==> src/common/soc_pkg.sv <==
package soc_pkg;

  localparam int DATA_W = 32;
  localparam int ADDR_W = 16;
  localparam int SEL_W  = 4;
  localparam int REG_W  = 12;
  localparam int EXC_W  = 4;

  typedef logic [DATA_W-1:0] data_t;
  typedef logic [ADDR_W-1:0] addr_t;
  typedef logic [SEL_W-1:0]  sel_t;
  typedef logic [REG_W-1:0]  reg_t;
  typedef logic [EXC_W-1:0]  excode_t;

  // peripheral select codes, taken from adr[15:12]
  localparam sel_t SEL_GPIO  = 4'd0;
  localparam sel_t SEL_TIMER = 4'd8;

  // gpio register map
  localparam reg_t GPIO_LED = 12'd0;
  localparam reg_t GPIO_SW  = 12'd1;

  // timer register map, compare channel n sits at TMR_CMP0 + n
  localparam reg_t TMR_CTRL   = 12'd0;
  localparam reg_t TMR_COUNT  = 12'd1;
  localparam reg_t TMR_STATUS = 12'd2;
  localparam reg_t TMR_CMP0   = 12'd4;

  // exception codes seen by the cpu, timer channel n gives EXC_TIMER0 + n
  localparam excode_t EXC_NONE   = 4'd0;
  localparam excode_t EXC_BUSERR = 4'd1;
  localparam excode_t EXC_TIMER0 = 4'd2;

endpackage

==> src/logic/gpio_regs.sv <==
`timescale 1ns/10ps

module gpio_regs #(
  parameter int LED_W = 8
) (
  input  logic             clk_i,
  input  logic             rst_n_i,
  input  logic             wr_i,
  input  logic             rd_i,
  input  soc_pkg::reg_t    reg_i,
  input  soc_pkg::data_t   wdat_i,
  output soc_pkg::data_t   rdat_o,
  input  logic [1:0]       sw_i,
  output logic [LED_W-1:0] led_o
);

  logic [1:0] sw_meta;
  logic [1:0] sw_sync;

  always_ff @(posedge clk_i or negedge rst_n_i) begin
    if (!rst_n_i) begin
      led_o   <= '0;
      sw_meta <= '0;
      sw_sync <= '0;
    end else begin
      // switches are asynchronous to the system clock
      sw_meta <= sw_i;
      sw_sync <= sw_meta;
      if (wr_i && reg_i == soc_pkg::GPIO_LED) begin
        led_o <= wdat_i[LED_W-1:0];
      end
    end
  end

  always_ff @(posedge clk_i) begin
    if (rd_i) begin
      case (reg_i)
        soc_pkg::GPIO_LED: rdat_o <= soc_pkg::data_t'(led_o);
        soc_pkg::GPIO_SW:  rdat_o <= soc_pkg::data_t'(sw_sync);
        default:           rdat_o <= '0;
      endcase
    end
  end

endmodule

==> src/logic/int_encoder.sv <==
`timescale 1ns/10ps

module int_encoder #(
  parameter int TIMER_CH = 4
) (
  input  logic                clk_i,
  input  logic                rst_n_i,
  input  logic                bus_err_i,
  input  logic [TIMER_CH-1:0] tmr_int_i,
  input  logic                int_en_i,
  input  logic                int_clr_i,
  output soc_pkg::excode_t    exc_o
);

  logic             err_flag;
  logic             err_nxt;
  soc_pkg::excode_t exc_nxt;

  // clear has priority so software can always drop the flag
  assign err_nxt = int_clr_i ? 1'b0 : (err_flag | bus_err_i);

  always_comb begin
    exc_nxt = soc_pkg::EXC_NONE;
    // walk down so channel 0 ends up with the highest timer priority
    for (int i = TIMER_CH - 1; i >= 0; i--) begin
      if (tmr_int_i[i]) begin
        exc_nxt = soc_pkg::EXC_TIMER0 + soc_pkg::excode_t'(i);
      end
    end
    if (err_nxt) begin
      exc_nxt = soc_pkg::EXC_BUSERR;
    end
    if (!int_en_i) begin
      exc_nxt = soc_pkg::EXC_NONE;
    end
  end

  always_ff @(posedge clk_i or negedge rst_n_i) begin
    if (!rst_n_i) begin
      err_flag <= 1'b0;
      exc_o    <= soc_pkg::EXC_NONE;
    end else begin
      err_flag <= err_nxt;
      exc_o    <= exc_nxt;
    end
  end

endmodule

==> src/logic/io_decoder.sv <==
`timescale 1ns/10ps

module io_decoder (
  input  logic           clk_i,
  input  logic           rst_n_i,
  input  logic           cyc_i,
  input  logic           stb_i,
  input  logic           we_i,
  input  soc_pkg::addr_t adr_i,
  output logic           ack_o,
  output logic           err_o,
  output logic           gpio_wr_o,
  output logic           gpio_rd_o,
  output logic           tmr_wr_o,
  output logic           tmr_rd_o,
  input  soc_pkg::data_t gpio_rdat_i,
  input  soc_pkg::data_t tmr_rdat_i,
  output soc_pkg::data_t rdat_o,
  output logic           bus_err_o
);

  soc_pkg::sel_t sel;
  soc_pkg::sel_t sel_q;
  logic          req;
  logic          gpio_hit;
  logic          tmr_hit;

  // a new access is seen once, in the cycle before ack
  assign req      = cyc_i & stb_i & ~ack_o;
  assign sel      = adr_i[15:12];
  assign gpio_hit = (sel == soc_pkg::SEL_GPIO);
  assign tmr_hit  = (sel == soc_pkg::SEL_TIMER);

  // reads are strobed early so the peripheral data lines up with ack
  assign gpio_rd_o = req & ~we_i & gpio_hit;
  assign tmr_rd_o  = req & ~we_i & tmr_hit;

  always_ff @(posedge clk_i or negedge rst_n_i) begin
    if (!rst_n_i) begin
      ack_o     <= 1'b0;
      err_o     <= 1'b0;
      sel_q     <= '0;
      gpio_wr_o <= 1'b0;
      tmr_wr_o  <= 1'b0;
    end else begin
      ack_o     <= req;
      err_o     <= req & ~gpio_hit & ~tmr_hit;
      gpio_wr_o <= req & we_i & gpio_hit;
      tmr_wr_o  <= req & we_i & tmr_hit;
      if (req) begin
        sel_q <= sel;
      end
    end
  end

  always_comb begin
    case (sel_q)
      soc_pkg::SEL_GPIO:  rdat_o = gpio_rdat_i;
      soc_pkg::SEL_TIMER: rdat_o = tmr_rdat_i;
      default:            rdat_o = '0;
    endcase
  end

  // the error ack doubles as the exception source
  assign bus_err_o = err_o;

endmodule

==> src/logic/io_top.sv <==
`timescale 1ns/10ps

module io_top #(
  parameter int TIMER_CH = 4,
  parameter int LED_W    = 8
) (
  input  logic             clk_i,
  input  logic             rst_n_i,
  input  logic             cyc_i,
  input  logic             stb_i,
  input  logic             we_i,
  input  soc_pkg::addr_t   adr_i,
  input  soc_pkg::data_t   wdat_i,
  output logic             ack_o,
  output soc_pkg::data_t   rdat_o,
  output logic             err_o,
  input  logic [1:0]       sw_i,
  output logic [LED_W-1:0] led_o,
  input  logic             int_en_i,
  input  logic             int_clr_i,
  output soc_pkg::excode_t exc_o
);

  logic                          gpio_wr;
  logic                          gpio_rd;
  logic                          tmr_wr;
  logic                          tmr_rd;
  logic                          bus_err;
  soc_pkg::data_t                gpio_rdat;
  soc_pkg::data_t                tmr_rdat;
  soc_pkg::data_t                count;
  logic [TIMER_CH-1:0]           pend;
  logic                          run;
  logic [TIMER_CH-1:0]           ch_en;
  soc_pkg::data_t [TIMER_CH-1:0] cmp;
  logic                          load;
  soc_pkg::data_t                load_val;
  logic [TIMER_CH-1:0]           clr;

  io_decoder u_io_decoder (
    .clk_i       (clk_i),
    .rst_n_i     (rst_n_i),
    .cyc_i       (cyc_i),
    .stb_i       (stb_i),
    .we_i        (we_i),
    .adr_i       (adr_i),
    .ack_o       (ack_o),
    .err_o       (err_o),
    .gpio_wr_o   (gpio_wr),
    .gpio_rd_o   (gpio_rd),
    .tmr_wr_o    (tmr_wr),
    .tmr_rd_o    (tmr_rd),
    .gpio_rdat_i (gpio_rdat),
    .tmr_rdat_i  (tmr_rdat),
    .rdat_o      (rdat_o),
    .bus_err_o   (bus_err)
  );

  gpio_regs #(.LED_W(LED_W)) u_gpio_regs (
    .clk_i   (clk_i),
    .rst_n_i (rst_n_i),
    .wr_i    (gpio_wr),
    .rd_i    (gpio_rd),
    .reg_i   (adr_i[11:0]),
    .wdat_i  (wdat_i),
    .rdat_o  (gpio_rdat),
    .sw_i    (sw_i),
    .led_o   (led_o)
  );

  timer_regs #(.TIMER_CH(TIMER_CH)) u_timer_regs (
    .clk_i      (clk_i),
    .rst_n_i    (rst_n_i),
    .wr_i       (tmr_wr),
    .rd_i       (tmr_rd),
    .reg_i      (adr_i[11:0]),
    .wdat_i     (wdat_i),
    .rdat_o     (tmr_rdat),
    .count_i    (count),
    .pend_i     (pend),
    .run_o      (run),
    .ch_en_o    (ch_en),
    .cmp_o      (cmp),
    .load_o     (load),
    .load_val_o (load_val),
    .clr_o      (clr)
  );

  timer_core #(.TIMER_CH(TIMER_CH)) u_timer_core (
    .clk_i      (clk_i),
    .rst_n_i    (rst_n_i),
    .run_i      (run),
    .ch_en_i    (ch_en),
    .cmp_i      (cmp),
    .load_i     (load),
    .load_val_i (load_val),
    .clr_i      (clr),
    .count_o    (count),
    .pend_o     (pend)
  );

  int_encoder #(.TIMER_CH(TIMER_CH)) u_int_encoder (
    .clk_i     (clk_i),
    .rst_n_i   (rst_n_i),
    .bus_err_i (bus_err),
    .tmr_int_i (pend),
    .int_en_i  (int_en_i),
    .int_clr_i (int_clr_i),
    .exc_o     (exc_o)
  );

endmodule

==> src/timer/timer_core.sv <==
`timescale 1ns/10ps

module timer_core #(
  parameter int TIMER_CH = 4
) (
  input  logic                          clk_i,
  input  logic                          rst_n_i,
  input  logic                          run_i,
  input  logic [TIMER_CH-1:0]           ch_en_i,
  input  soc_pkg::data_t [TIMER_CH-1:0] cmp_i,
  input  logic                          load_i,
  input  soc_pkg::data_t                load_val_i,
  input  logic [TIMER_CH-1:0]           clr_i,
  output soc_pkg::data_t                count_o,
  output logic [TIMER_CH-1:0]           pend_o
);

  logic [TIMER_CH-1:0] hit;

  // a load from the bus wins over counting
  always_ff @(posedge clk_i or negedge rst_n_i) begin
    if (!rst_n_i) begin
      count_o <= '0;
    end else if (load_i) begin
      count_o <= load_val_i;
    end else if (run_i) begin
      count_o <= count_o + 1'b1;
    end
  end

  always_comb begin
    for (int i = 0; i < TIMER_CH; i++) begin
      hit[i] = ch_en_i[i] && (count_o == cmp_i[i]);
    end
  end

  // pending bits are sticky until software writes ones to status
  // and a clear beats a match arriving in the same cycle
  always_ff @(posedge clk_i or negedge rst_n_i) begin
    if (!rst_n_i) begin
      pend_o <= '0;
    end else begin
      pend_o <= (pend_o | hit) & ~clr_i;
    end
  end

endmodule

==> src/timer/timer_regs.sv <==
`timescale 1ns/10ps

module timer_regs #(
  parameter int TIMER_CH = 4
) (
  input  logic                           clk_i,
  input  logic                           rst_n_i,
  input  logic                           wr_i,
  input  logic                           rd_i,
  input  soc_pkg::reg_t                  reg_i,
  input  soc_pkg::data_t                 wdat_i,
  output soc_pkg::data_t                 rdat_o,
  input  soc_pkg::data_t                 count_i,
  input  logic [TIMER_CH-1:0]            pend_i,
  output logic                           run_o,
  output logic [TIMER_CH-1:0]            ch_en_o,
  output soc_pkg::data_t [TIMER_CH-1:0]  cmp_o,
  output logic                           load_o,
  output soc_pkg::data_t                 load_val_o,
  output logic [TIMER_CH-1:0]            clr_o
);

  soc_pkg::data_t ctrl_word;
  soc_pkg::data_t rd_word;

  always_ff @(posedge clk_i or negedge rst_n_i) begin
    if (!rst_n_i) begin
      run_o   <= 1'b0;
      ch_en_o <= '0;
    end else if (wr_i && reg_i == soc_pkg::TMR_CTRL) begin
      run_o   <= wdat_i[0];
      ch_en_o <= wdat_i[8 +: TIMER_CH];
    end
  end

  always_ff @(posedge clk_i) begin
    if (wr_i) begin
      for (int i = 0; i < TIMER_CH; i++) begin
        if (reg_i == soc_pkg::TMR_CMP0 + soc_pkg::reg_t'(i)) begin
          cmp_o[i] <= wdat_i;
        end
      end
    end
  end

  // load and clear act on the core at the same edge as the write
  assign load_o     = wr_i && (reg_i == soc_pkg::TMR_COUNT);
  assign load_val_o = wdat_i;
  assign clr_o      = (wr_i && reg_i == soc_pkg::TMR_STATUS) ? wdat_i[TIMER_CH-1:0] : '0;

  always_comb begin
    ctrl_word                 = '0;
    ctrl_word[0]              = run_o;
    ctrl_word[8 +: TIMER_CH]  = ch_en_o;
  end

  always_comb begin
    case (reg_i)
      soc_pkg::TMR_CTRL:   rd_word = ctrl_word;
      soc_pkg::TMR_COUNT:  rd_word = count_i;
      soc_pkg::TMR_STATUS: rd_word = soc_pkg::data_t'(pend_i);
      default:             rd_word = '0;
    endcase
    for (int i = 0; i < TIMER_CH; i++) begin
      if (reg_i == soc_pkg::TMR_CMP0 + soc_pkg::reg_t'(i)) begin
        rd_word = cmp_o[i];
      end
    end
  end

  always_ff @(posedge clk_i) begin
    if (rd_i) begin
      rdat_o <= rd_word;
    end
  end

endmodule
==> config.mk <==
export PLATFORM = sky130hd
export DESIGN_NAME = io_top
export DESIGN_NICKNAME = d
export VERILOG_FILES = /design/src/common/soc_pkg.sv /design/src/logic/gpio_regs.sv /design/src/logic/int_encoder.sv /design/src/logic/io_decoder.sv /design/src/logic/io_top.sv /design/src/timer/timer_core.sv /design/src/timer/timer_regs.sv
export SDC_FILE = /design/constraint.sdc
export NUM_CORES = 1
export LEC_CHECK = 0
export ABC_CLOCK_PERIOD_IN_PS = 7990
export BUFFER_PORTS_ARGS = -buffer_cell sky130_fd_sc_hd__buf_4
export CORE_MARGIN = 1
export CORE_UTILIZATION = 65
export DETAILED_ROUTE_END_ITERATION = 10
export PLACE_DENSITY = 0.86
export REMOVE_ABC_BUFFERS = 1
export SYNTH_ARGS = -nofsm -noshare
export SYNTH_HDL_FRONTEND = slang
export SYNTH_HIERARCHICAL = 1
export SYNTH_SLANG_ARGS = --single-unit
==> constraint.sdc <==
create_clock -name clk_i -period 7.99 [get_ports clk_i]
set_clock_uncertainty 0.05 [all_clocks]
set_input_delay 0.3995 -clock clk_i [delete_from_list [all_inputs] [get_ports clk_i]]
set_output_delay 0.3995 -clock clk_i [all_outputs]
set_load 0.01 [all_outputs]
# Word-level counts from Yosys, hierarchy flattened
# Index checks and enable logic that the tools add are counted.
[word_totals]
n_memories = 0
romBits = 0
regBits = 258
latchBits = 0
ramBits = 0
in_bits = 57
[op_classes]
mul = 0
addsub = 1
bitwise_logic = 18
n_reduce_logical = 16
eq_ne = 12
shifts = 0
muxes = 17
n_div = 0
order_cmp = 0
[op_table]
columns = ["cell", "count"]
rows = [
  ["32-bit two-way mux", 6],
  ["32-bit equality test", 4],
  ["32-bit one-hot mux with 3 select lines", 1],
  ["32-bit one-hot mux with 2 select lines", 1],
  ["12-bit by 3-bit equality test with 1-bit output, second input constant", 4],
  ["32-bit by 1-bit adder with 32-bit output, second input constant", 1],
  ["4-bit two-way mux", 6],
  ["8-bit one-hot mux with 2 select lines", 1],
  ["12-bit by 1-bit equality test with 1-bit output, second input constant", 1],
  ["12-bit by 2-bit equality test with 1-bit output, second input constant", 1],
  ["12-bit logical NOT", 1],
  ["1-bit AND", 10],
  ["4-bit equality test, second input constant", 2],
  ["1-bit logical AND", 8],
  ["4-bit logical NOT", 2],
  ["2-bit AND reduction", 4],
  ["4-bit AND", 1],
  ["1-bit inverter", 4],
  ["4-bit inverter", 1],
  ["4-bit bitwise OR", 1],
  ["3-bit two-way mux", 1],
  ["2-bit nonzero test", 1],
  ["1-bit two-way mux", 1],
  ["1-bit bitwise OR", 1],
]

# Longest topological paths before layout
# Gate-level depths: netlist of the first run.
[logic_depth]
word_depth = 6
ltp_mapped = 10
ltp_nobuf = 7

# Cells and area by module
# The synthesis of the first run kept the hierarchy.
[by_module_without_submodules]
columns = ["module", "area_each_um2", "instances", "cells_each"]
rows = [
  ["timer_regs", 6731.5, 1, 369],
  ["timer_core", 3558.4, 1, 403],
  ["gpio_regs", 949.7, 1, 70],
  ["io_decoder", 845.8, 1, 99],
  ["int_encoder", 176.4, 1, 17],
]

# Least setup slack after synthesis of the first run
# OpenSTA, ideal clock, no wires.
[synth_path]
path_type = "register to register"
from = "register u_io_decoder.ack_o"
to = "register u_timer_regs.rdat_o[0] (enable)"
setup_slack_ps = 3519
t_arrival_ps = 3919
path_buffers = 0
required_time_ps = 7438
path_stages_with_launch = 3
path_cell_list = "dfrtp_1 > nand3b_1 > nor4_1"
[synth_between]
elab_chain_len = 4
[synth_rtl]
columns = ["item", "line_no", "rtl"]
rows = [
  ["start: declaration", "io_decoder.sv:10", "output logic ack_o,"],
  ["start signal: assignment", "io_decoder.sv:46", "ack_o <= req;"],
  ["1-bit inverter", "io_decoder.sv:29", "assign req = cyc_i & stb_i & ~ack_o;"],
  ["1-bit AND", "io_decoder.sv:29", ""],
  ["1-bit AND (2 in series)", "io_decoder.sv:36", "assign tmr_rd_o = req & ~we_i & tmr_hit;"],
  ["via tmr_rd", "io_top.sv:27", "logic tmr_rd;"],
  ["end signal: assignment", "timer_regs.sv:73", "rdat_o <= rd_word;"],
  ["end: declaration", "timer_regs.sv:12", "output soc_pkg::data_t rdat_o,"],
]
# The timed path passes the listed nets, and every way through them passes these cells.
# A chain may end at the register's enable or synchronous reset.

# Worst setup path after layout of the first run
[layout_path]
from = "input port adr_i[0]"
to = "register u_timer_core.count_o[15]"
[layout_between]
elab_chain_len = 3
elab_cells_between_ends = 4
[layout_rtl]
columns = ["item", "line_no", "rtl"]
rows = [
  ["start: declaration", "io_top.sv:12", "input soc_pkg::addr_t adr_i,"],
  ["12-bit by 1-bit equality test with 1-bit output (*)", "timer_regs.sv:47", "assign load_o = wr_i && (reg_i == soc_pkg::TMR_COUNT);"],
  ["1-bit logical AND (*)", "timer_regs.sv:47", ""],
  ["via load", "io_top.sv:36", "logic load;"],
  ["32-bit two-way mux or 2-bit nonzero test (tied branches)", "--", ""],
  ["end signal: assignment", "timer_core.sv:25", "count_o <= load_val_i;"],
  ["end signal: assignment", "timer_core.sv:27", "count_o <= count_o + 1'b1;"],
  ["end: declaration", "timer_core.sv:14", "output soc_pkg::data_t count_o,"],
]
# Mark *: on every way through the listed nets, which the timed path passes. The rest lies on a longest branch.

==> impl_results.md, run 1 <==
- Required time worst endpoint: between 8 and 9 ns
- Clk pin slew, worst setup/hold paths: roughly 0.06 ns
- Startpoint Class: primary input
- Sequential element share of the synthesized area: 0.544
- Core Area: between 0.015 and 0.02 mm²
- Routed wire length: a little over 30000 µm
- DR pass1 iterations: 6
- CTS Buffer Depth: 3
- Synth cell types: 63
- Ports: 103
- Clk sinks: between 200 and 250
- Initial Utilization: 0.673
- Tcrit/Tclk final: 0.368
- CTS tree: done
- Post-Syn Area: around 0.012 mm²
- Worst Hold Class: primary input to asynchronous set/reset pin
- Syn-to-layout area delta: 9.41%
- First-pass GRT wire length: roughly 46000 µm
- Die height: between 100 and 150 µm
- Die area: approximately 0.019 mm²
- Syn Area/Cell: between 10 and 15 µm²
- Worst path slowest cell: and3_2
- Pwr per Cell Area: slightly below 200 mW/mm²
- Setup bufs post-CTS: 0
- Layout fillers: between 1k and 1.5k
- Row cnt: between 40 and 50
- Slowest stage delay, CP: between 0.6 and 0.7 ns
- DR vias: between 7k and 8k
- Via density: 6.40
- Max-slew headroom: 0.185
- R2r startpoint: u_timer_core/count_o[1]$_DFFE_PN0P_
- Tot Pwr: 2.63 mW
- CTS buffer count: 24
- Tmin final: approximately 3 ns
- Area of the multi-input gates: 0.00475 mm²
- Number of global-route vias before repair: around 8k
- Worst VDD drop: 0.000194 V
- Data arrival, critical path: ~3.3 ns
- Critical path type: primary input to flop
- CTS H-tree depth: 1
- Setup-failing EPs final: 0
- Cells after DPL: ~1.2k
- Post_cts resized: 0
- Hold Worst Slack: -0.0455 ns
- Status: finished with violations
- # Max-Cap Violations: 0
- Final slew viol count: 0
- Most common cell after layout, fill and taps aside: edfxtp_1
- Gpl congestion: ~1
- Tot GR Track Use: 0.321
- CP max FO: between 60 and 70
- Root buf cell: clkbuf_16
- Post-synth ARST share: 0.279
- Layout cells sized above 1: 0.220
- GR Overflow Total: 0
- Post-synthesis register bit count: ~230
- Synthesis Warnings: 6
- Unrepaired setup endpoints after global routing: false
- Initial antenna violation count: 0
- Failing checks: negative hold slack
- Port buffer count: 101
- Remaining antenna violation count: 0
- Dpl hpwl: ~21000 µm
- Post-synth EDFFs: about 170
- Leakage: between 4 and 5 nW
- Crit-path cells: buf_4, nor2b_4, and3_2, and2_2, buf_4, mux2_2
- Initial DRC count: 1168
- Largest net degree at the start of global routing: 66
- Worst Setup SP: adr_i[0]
- Setup TNS: 0 ns
- Actual slew at the worst max-slew pin: around 1.2 ns
- Worst-Skew Late Latency: 0.52 ns
- Top_reg_cell synth: edfxtp_1
- Storage cell area: approximately 0.0067 mm²
- Most used cell along the critical path: buf_4
- Fmax achieved: roughly 340 MHz
- # DRC: 0
- Ant diodes: 0
- Critical path endpoint category: flop
- Final Hold Vio Count: 29
- Reg2Reg Depth: 6
- Die width: ~140 µm
- Finished Layout Cells: 1242
- Fin nets: roughly 1.1k
- Most frequent cells in the layout: edfxtp_1 (168), buf_4 (109), xnor2_1 (98), dfrtp_1 (64), xor2_1 (61)
- Cells after Synth: roughly 960
- Post-DR wirelength/cell: between 20 and 25 µm
[kinds of logic (layout without fill, tap and decap cells)]
group,Yosys count,in the layout,synth area share
simple gates,241,241,0.115
flops,233,233,0.544
xor+xnor,159,159,0.114
buf+inv,136,168,0.0774
compound gates,101,101,0.0569
mux,85,85,0.0914
other cells,2,25,0.000612
fa+ha+maj,1,1,0.00102
[metal layers]
layer,vias up,global-route usage,share of wire
li1,3457,-,-
met1,3830,0.438,0.37
met2,563,0.501,0.46
met3,97,0.0795,0.13
met4,0,0.120,0.042
met5,-,0,0
[state kept, by name, summed over array words and instances (netlist names), 2 cells and up]
| signal | flops |
|---|---|
| u_gpio_regs/sw_sync | 2 |
| u_gpio_regs/rdat_o | 8 |
| u_timer_core/count_o | 32 |
| u_timer_regs/ch_en_o | 4 |
| u_int_encoder/exc_o | 3 |
| u_timer_core/pend_o | 4 |
| u_io_decoder/sel_q | 4 |
| u_gpio_regs/sw_meta | 2 |
| u_gpio_regs/led_o | 8 |
| u_timer_regs/rdat_o | 32 |
| u_timer_regs/cmp_o | 128 |
[cell type report]
| cell class | instances | area share |
|---|---|---|
| inverter | 12 | 0.00336 |
| multi-input combinational | 612 | 0.354 |
| clock buffer | 35 | 0.0532 |
| sequential | 233 | 0.497 |
| clock inverter | 8 | 0.00672 |
| timing repair buffer | 113 | 0.0641 |
| tap | 229 | 0.0214 |
[cell usage after synthesis (all sizes together), types with 2 or more instances]
master  number  area share
edfxtp     168        0.41
xnor2       98       0.070
mux4        18       0.033
a22o        20       0.014
o22ai        8      0.0041
buf         95       0.057
nor2        54       0.018
dfrtp       65        0.13
a21oi       10      0.0044
xor2        61       0.044
o211a        3      0.0024
a221oi       5      0.0036
or2          7      0.0036
clkbuf      29       0.017
or3          4      0.0021
nand3       25       0.013
nor3         5      0.0020
o21a         5      0.0031
nand2b       4      0.0027
o21ai       37       0.015
nor4        22       0.017
nor2b        3      0.0021
nand2       52       0.016
and3         9      0.0047
mux2        21       0.021
and2         9      0.0046
o221ai       2      0.0014
or4          2      0.0018
nor4b        5      0.0036
a221o        6      0.0049
conb         2     0.00061
nand4       36       0.021
inv         12      0.0037
mux2i       46       0.038
[final timing paths]
kind,end,slack (ns)
worst min-delay path,u_io_decoder/sel_q[0]$_DFFE_PN0N_,-0.05
min in group clk_i,u_timer_regs/cmp_o[24]$_DFFE_PP_,0.04
worst max-delay path,u_timer_core/count_o[15]$_DFFE_PN0P_,5.05
worst min register to register,u_gpio_regs/sw_sync[1]$_DFF_PN0_,0.30
worst max register to register,u_timer_core/count_o[26]$_DFFE_PN0P_,5.34
max in group asynchronous,u_timer_core/count_o[18]$_DFFE_PN0P_,7.27
[report_power, final]
group	internal (mW)	total (mW)	switching, mW	leakage (nW)
Combinational	0.0906	0.183	0.0928	2.24
Sequential	1.30	1.32	0.0179	2.16
Clock	0.681	1.13	0.446	0.402
[what timing repair did]
action,CTS,global route
hold endpoints to repair,3,0
hold buffers,3,0
endpoints found under the setup margin,0,0
[per-stage QoR]
stage          setup slack [ns]  instance area [µm²]  hold slack [ns]  utilization
2_1_floorplan              3.52                11400           0.0539            -
3_3_place_gp               4.70                12600            0.282        0.690
3_5_place_dp               4.61                12600            0.286        0.690
4_1_cts                    5.14                13400          0.00534        0.736
5_1_grt                    4.96                13400           0.0289        0.737
6_report                   5.05                13400          -0.0455        0.737
[worst max-delay path: cells and delay by family]
family,cells,cell delay (ns)
buf+inv,2,1.15
mux,1,0.41
simple gates,3,1.25
Power figures use the tool's default switching activity.
==> inputs of run 2 (changes only) <==
--- a/config.mk
+++ b/config.mk
@@ -5,12 +5,12 @@
 export SDC_FILE = /design/constraint.sdc
 export NUM_CORES = 1
 export LEC_CHECK = 0
-export ABC_CLOCK_PERIOD_IN_PS = 7990
+export ABC_CLOCK_PERIOD_IN_PS = 2800
 export BUFFER_PORTS_ARGS = -buffer_cell sky130_fd_sc_hd__buf_4
 export CORE_MARGIN = 1
-export CORE_UTILIZATION = 65
+export CORE_UTILIZATION = 60
 export DETAILED_ROUTE_END_ITERATION = 10
-export PLACE_DENSITY = 0.86
+export PLACE_DENSITY = 0.8
 export REMOVE_ABC_BUFFERS = 1
 export SYNTH_ARGS = -nofsm -noshare
 export SYNTH_HDL_FRONTEND = slang
==> constraint.sdc (replaced) <==
create_clock -name clk_i -period 2.8 [get_ports clk_i]
set_clock_uncertainty 0.05 [all_clocks]
set_input_delay 0.14 -clock clk_i [delete_from_list [all_inputs] [get_ports clk_i]]
set_output_delay 0.14 -clock clk_i [all_outputs]
set_load 0.01 [all_outputs]
==> run 2 against run 1 <==
Effect of this change: the run now ends clean; sequential share of layout area shrank 2.2 points; register-to-register slack got worse by 4.8 ns; die area increased by 8.2%; final area is 4.7% higher; sequential power increased to 2.8 times the previous value; flip-flop and latch count unchanged; non-clock buffer count rose by 59; first-iteration DRC count down 19%; clock power rose to 2.9 times the previous value; routed wire length rose by 6.5%.
==> impl_results.md, run 2 (synthesized netlist as in run 1, its figures left out) <==
- CTS Buffer Depth: 3
- Row cnt: 51
- Tmin final: between 2 and 2.5 ns
- Worst-Skew Late Latency: roughly 0.52 ns
- Routed wire length: between 30000 and 40000 µm
- Number of global-route vias before repair: just over 8k
- Layout cells sized above 1: 0.224
- Worst path slowest cell: nor4_4
- Max-slew headroom: 0.372
- Post-Place Setup Slack: around 0.59 ns
- Ports: about 100
- CTS buffer count: 23
- # DRC: 0
- Root buf cell: clkbuf_16
- Tot Pwr: between 7 and 8 mW
- Biggest register: u_timer_regs/cmp_o
- Die area: approximately 0.021 mm²
- Data arrival, critical path: around 2.7 ns
- Largest registers: u_timer_regs/cmp_o x128, u_timer_core/count_o x32, u_timer_regs/rdat_o x32
- Initial Utilization: 0.622
- Actual slew at the worst max-slew pin: 0.942 ns
- Gpl congestion: 0.998
- Critical path type: flop to flop
- Dpl hpwl: around 22000 µm
- Initial DRC count: 946
- Worst Hold Class: primary input to flop
- DR vias: around 8.3k
- Final slew viol count: 0
- Core Area: between 0.015 and 0.02 mm²
- GR Overflow Total: 0
- Crit path buffers/inverters: 0
- CTS tree: done
- Max FFs per register: 128
- Clk sinks: around 230
- Tot GR Track Use: 0.314
- Layout fillers: roughly 1.3k
- Setup TNS: 0 ns
- Die width: 145 µm
- Die height: 145 µm
- Most frequent cells in the layout: edfxtp_1 (168), buf_4 (125), xnor2_1 (98), dfrtp_1 (64), xor2_1 (61)
- Tcrit/Tclk final: 0.815
- Startpoint Class: flop
- Final Hold Vio Count: 0
- CTS H-tree depth: 1
- Critical path endpoint category: flop
- Slowest stage delay, CP: about 0.57 ns
- CP max FO: 10
- Setup bufs post-CTS: 0
- First-pass GRT wire length: ~49000 µm
- Status: finished, final reports clean
- Syn-to-layout area delta: 14.5%
- Crit-path cells: ha_1, nand2_1, nor4_4, nand3_1, xor2_1, o21ai_1
- Critical path's top delay family: simple AND/OR/NAND/NOR gates
- Initial antenna violation count: 1
- # Max-Cap Violations: 0
- Via density: between 6 and 7
- Final worst setup slack: just over 0.5 ns
- Clk pin slew, worst setup/hold paths: ~0.06 ns
- Post-DR wirelength/cell: roughly 24 µm
- Largest net degree at the start of global routing: 66
- Fmax achieved: ~440 MHz
- Most common cell after layout, fill and taps aside: edfxtp_1
- Remaining antenna violation count: 0
- Pwr per Cell Area: ~550 mW/mm²
- Fin nets: 1112
- Worst VDD drop: 0.000482 V
- Util after Layout: 0.712
- Setup-failing EPs final: 0
- Leakage: between 5 and 6 nW
- DR pass1 iterations: 5
- Required time worst endpoint: approximately 3.2 ns
- Port buffer count: between 100 and 150
- Unrepaired setup endpoints after global routing: false
run 2: layout make-up:
cell class	instances	area, µm²	share of cell area
sequential	233	6670	0.475
multi-input combinational	612	4750	0.338
timing repair buffer	172	1430	0.102
clock buffer	32	659	0.0469
tap	265	332	0.0236
clock inverter	10	156	0.0111
inverter	12	45.0	0.00321
antenna	1	2.50	0.000178
run 2: worst paths after layout:
path                                                startpoint  cells past startpoint  slack, ns                              endpoint
min                                                   adr_i[2]                      3       0.08      u_timer_regs/rdat_o[0]$_DFFE_PP_
min reg2reg                   u_gpio_regs/sw_meta[1]$_DFF_PN0_                      0       0.30      u_gpio_regs/sw_sync[1]$_DFF_PN0_
max reg2reg                u_timer_core/count_o[1]$_DFFE_PN0P_                      6       0.52  u_timer_core/count_o[30]$_DFFE_PN0P_
max in group asynchronous                              rst_n_i                      2       1.82  u_timer_core/count_o[13]$_DFFE_PN0P_
max                        u_timer_core/count_o[1]$_DFFE_PN0P_                      6       0.52  u_timer_core/count_o[30]$_DFFE_PN0P_
min in group asynchronous                              rst_n_i                      2       0.24      u_int_encoder/err_flag$_DFF_PN0_
run 2: timing repair:
action / 4_1_cts / 5_1_grt
resized for setup: 0 / 0
hold buffers: 45 / 0
endpoints found under the hold margin: 252 / 0
run 2: worst register-to-register path, delay by kind of cell (launching register included):
family | cells | cell delay (ns)
AND/OR/NAND/NOR | 3 | 0.95
flip-flops | 1 | 0.56
adder cells (fa/ha/maj) | 1 | 0.28
XOR/XNOR | 1 | 0.21
AO/OA/AOI/OAI | 1 | 0.16
run 2: where the power goes:
part / leakage, nW / internal (mW) / total, mW / switching [mW]
clock: 0.401 / 2.01 / 3.32 / 1.30
combinational: 2.51 / 0.299 / 0.620 / 0.321
sequential: 2.16 / 3.72 / 3.72 / 0.00939
run 2: stage by stage:
stage	cell area [µm²]	instances	hold WS, ns
after detailed placement	12800	1249	0.201
after CTS	14000	1336	0.0616
after floorplan	11400	857	-0.206
after global routing	14000	1336	0.0786
final	14000	1337	0.0782
after global placement	12800	1249	0.199
run 2: layer usage:
metal / wire length [µm] / vias to the layer above / GRT usage / part of all wire
met2: 15100 / 509 / 0.493 / 0.46
met1: 12700 / 4073 / 0.432 / 0.39
met3: 3770 / 79 / 0.0792 / 0.12
li1: - / 3593 / - / -
met5: 0 / - / 0 / 0
met4: 858 / 0 / 0.0947 / 0.026
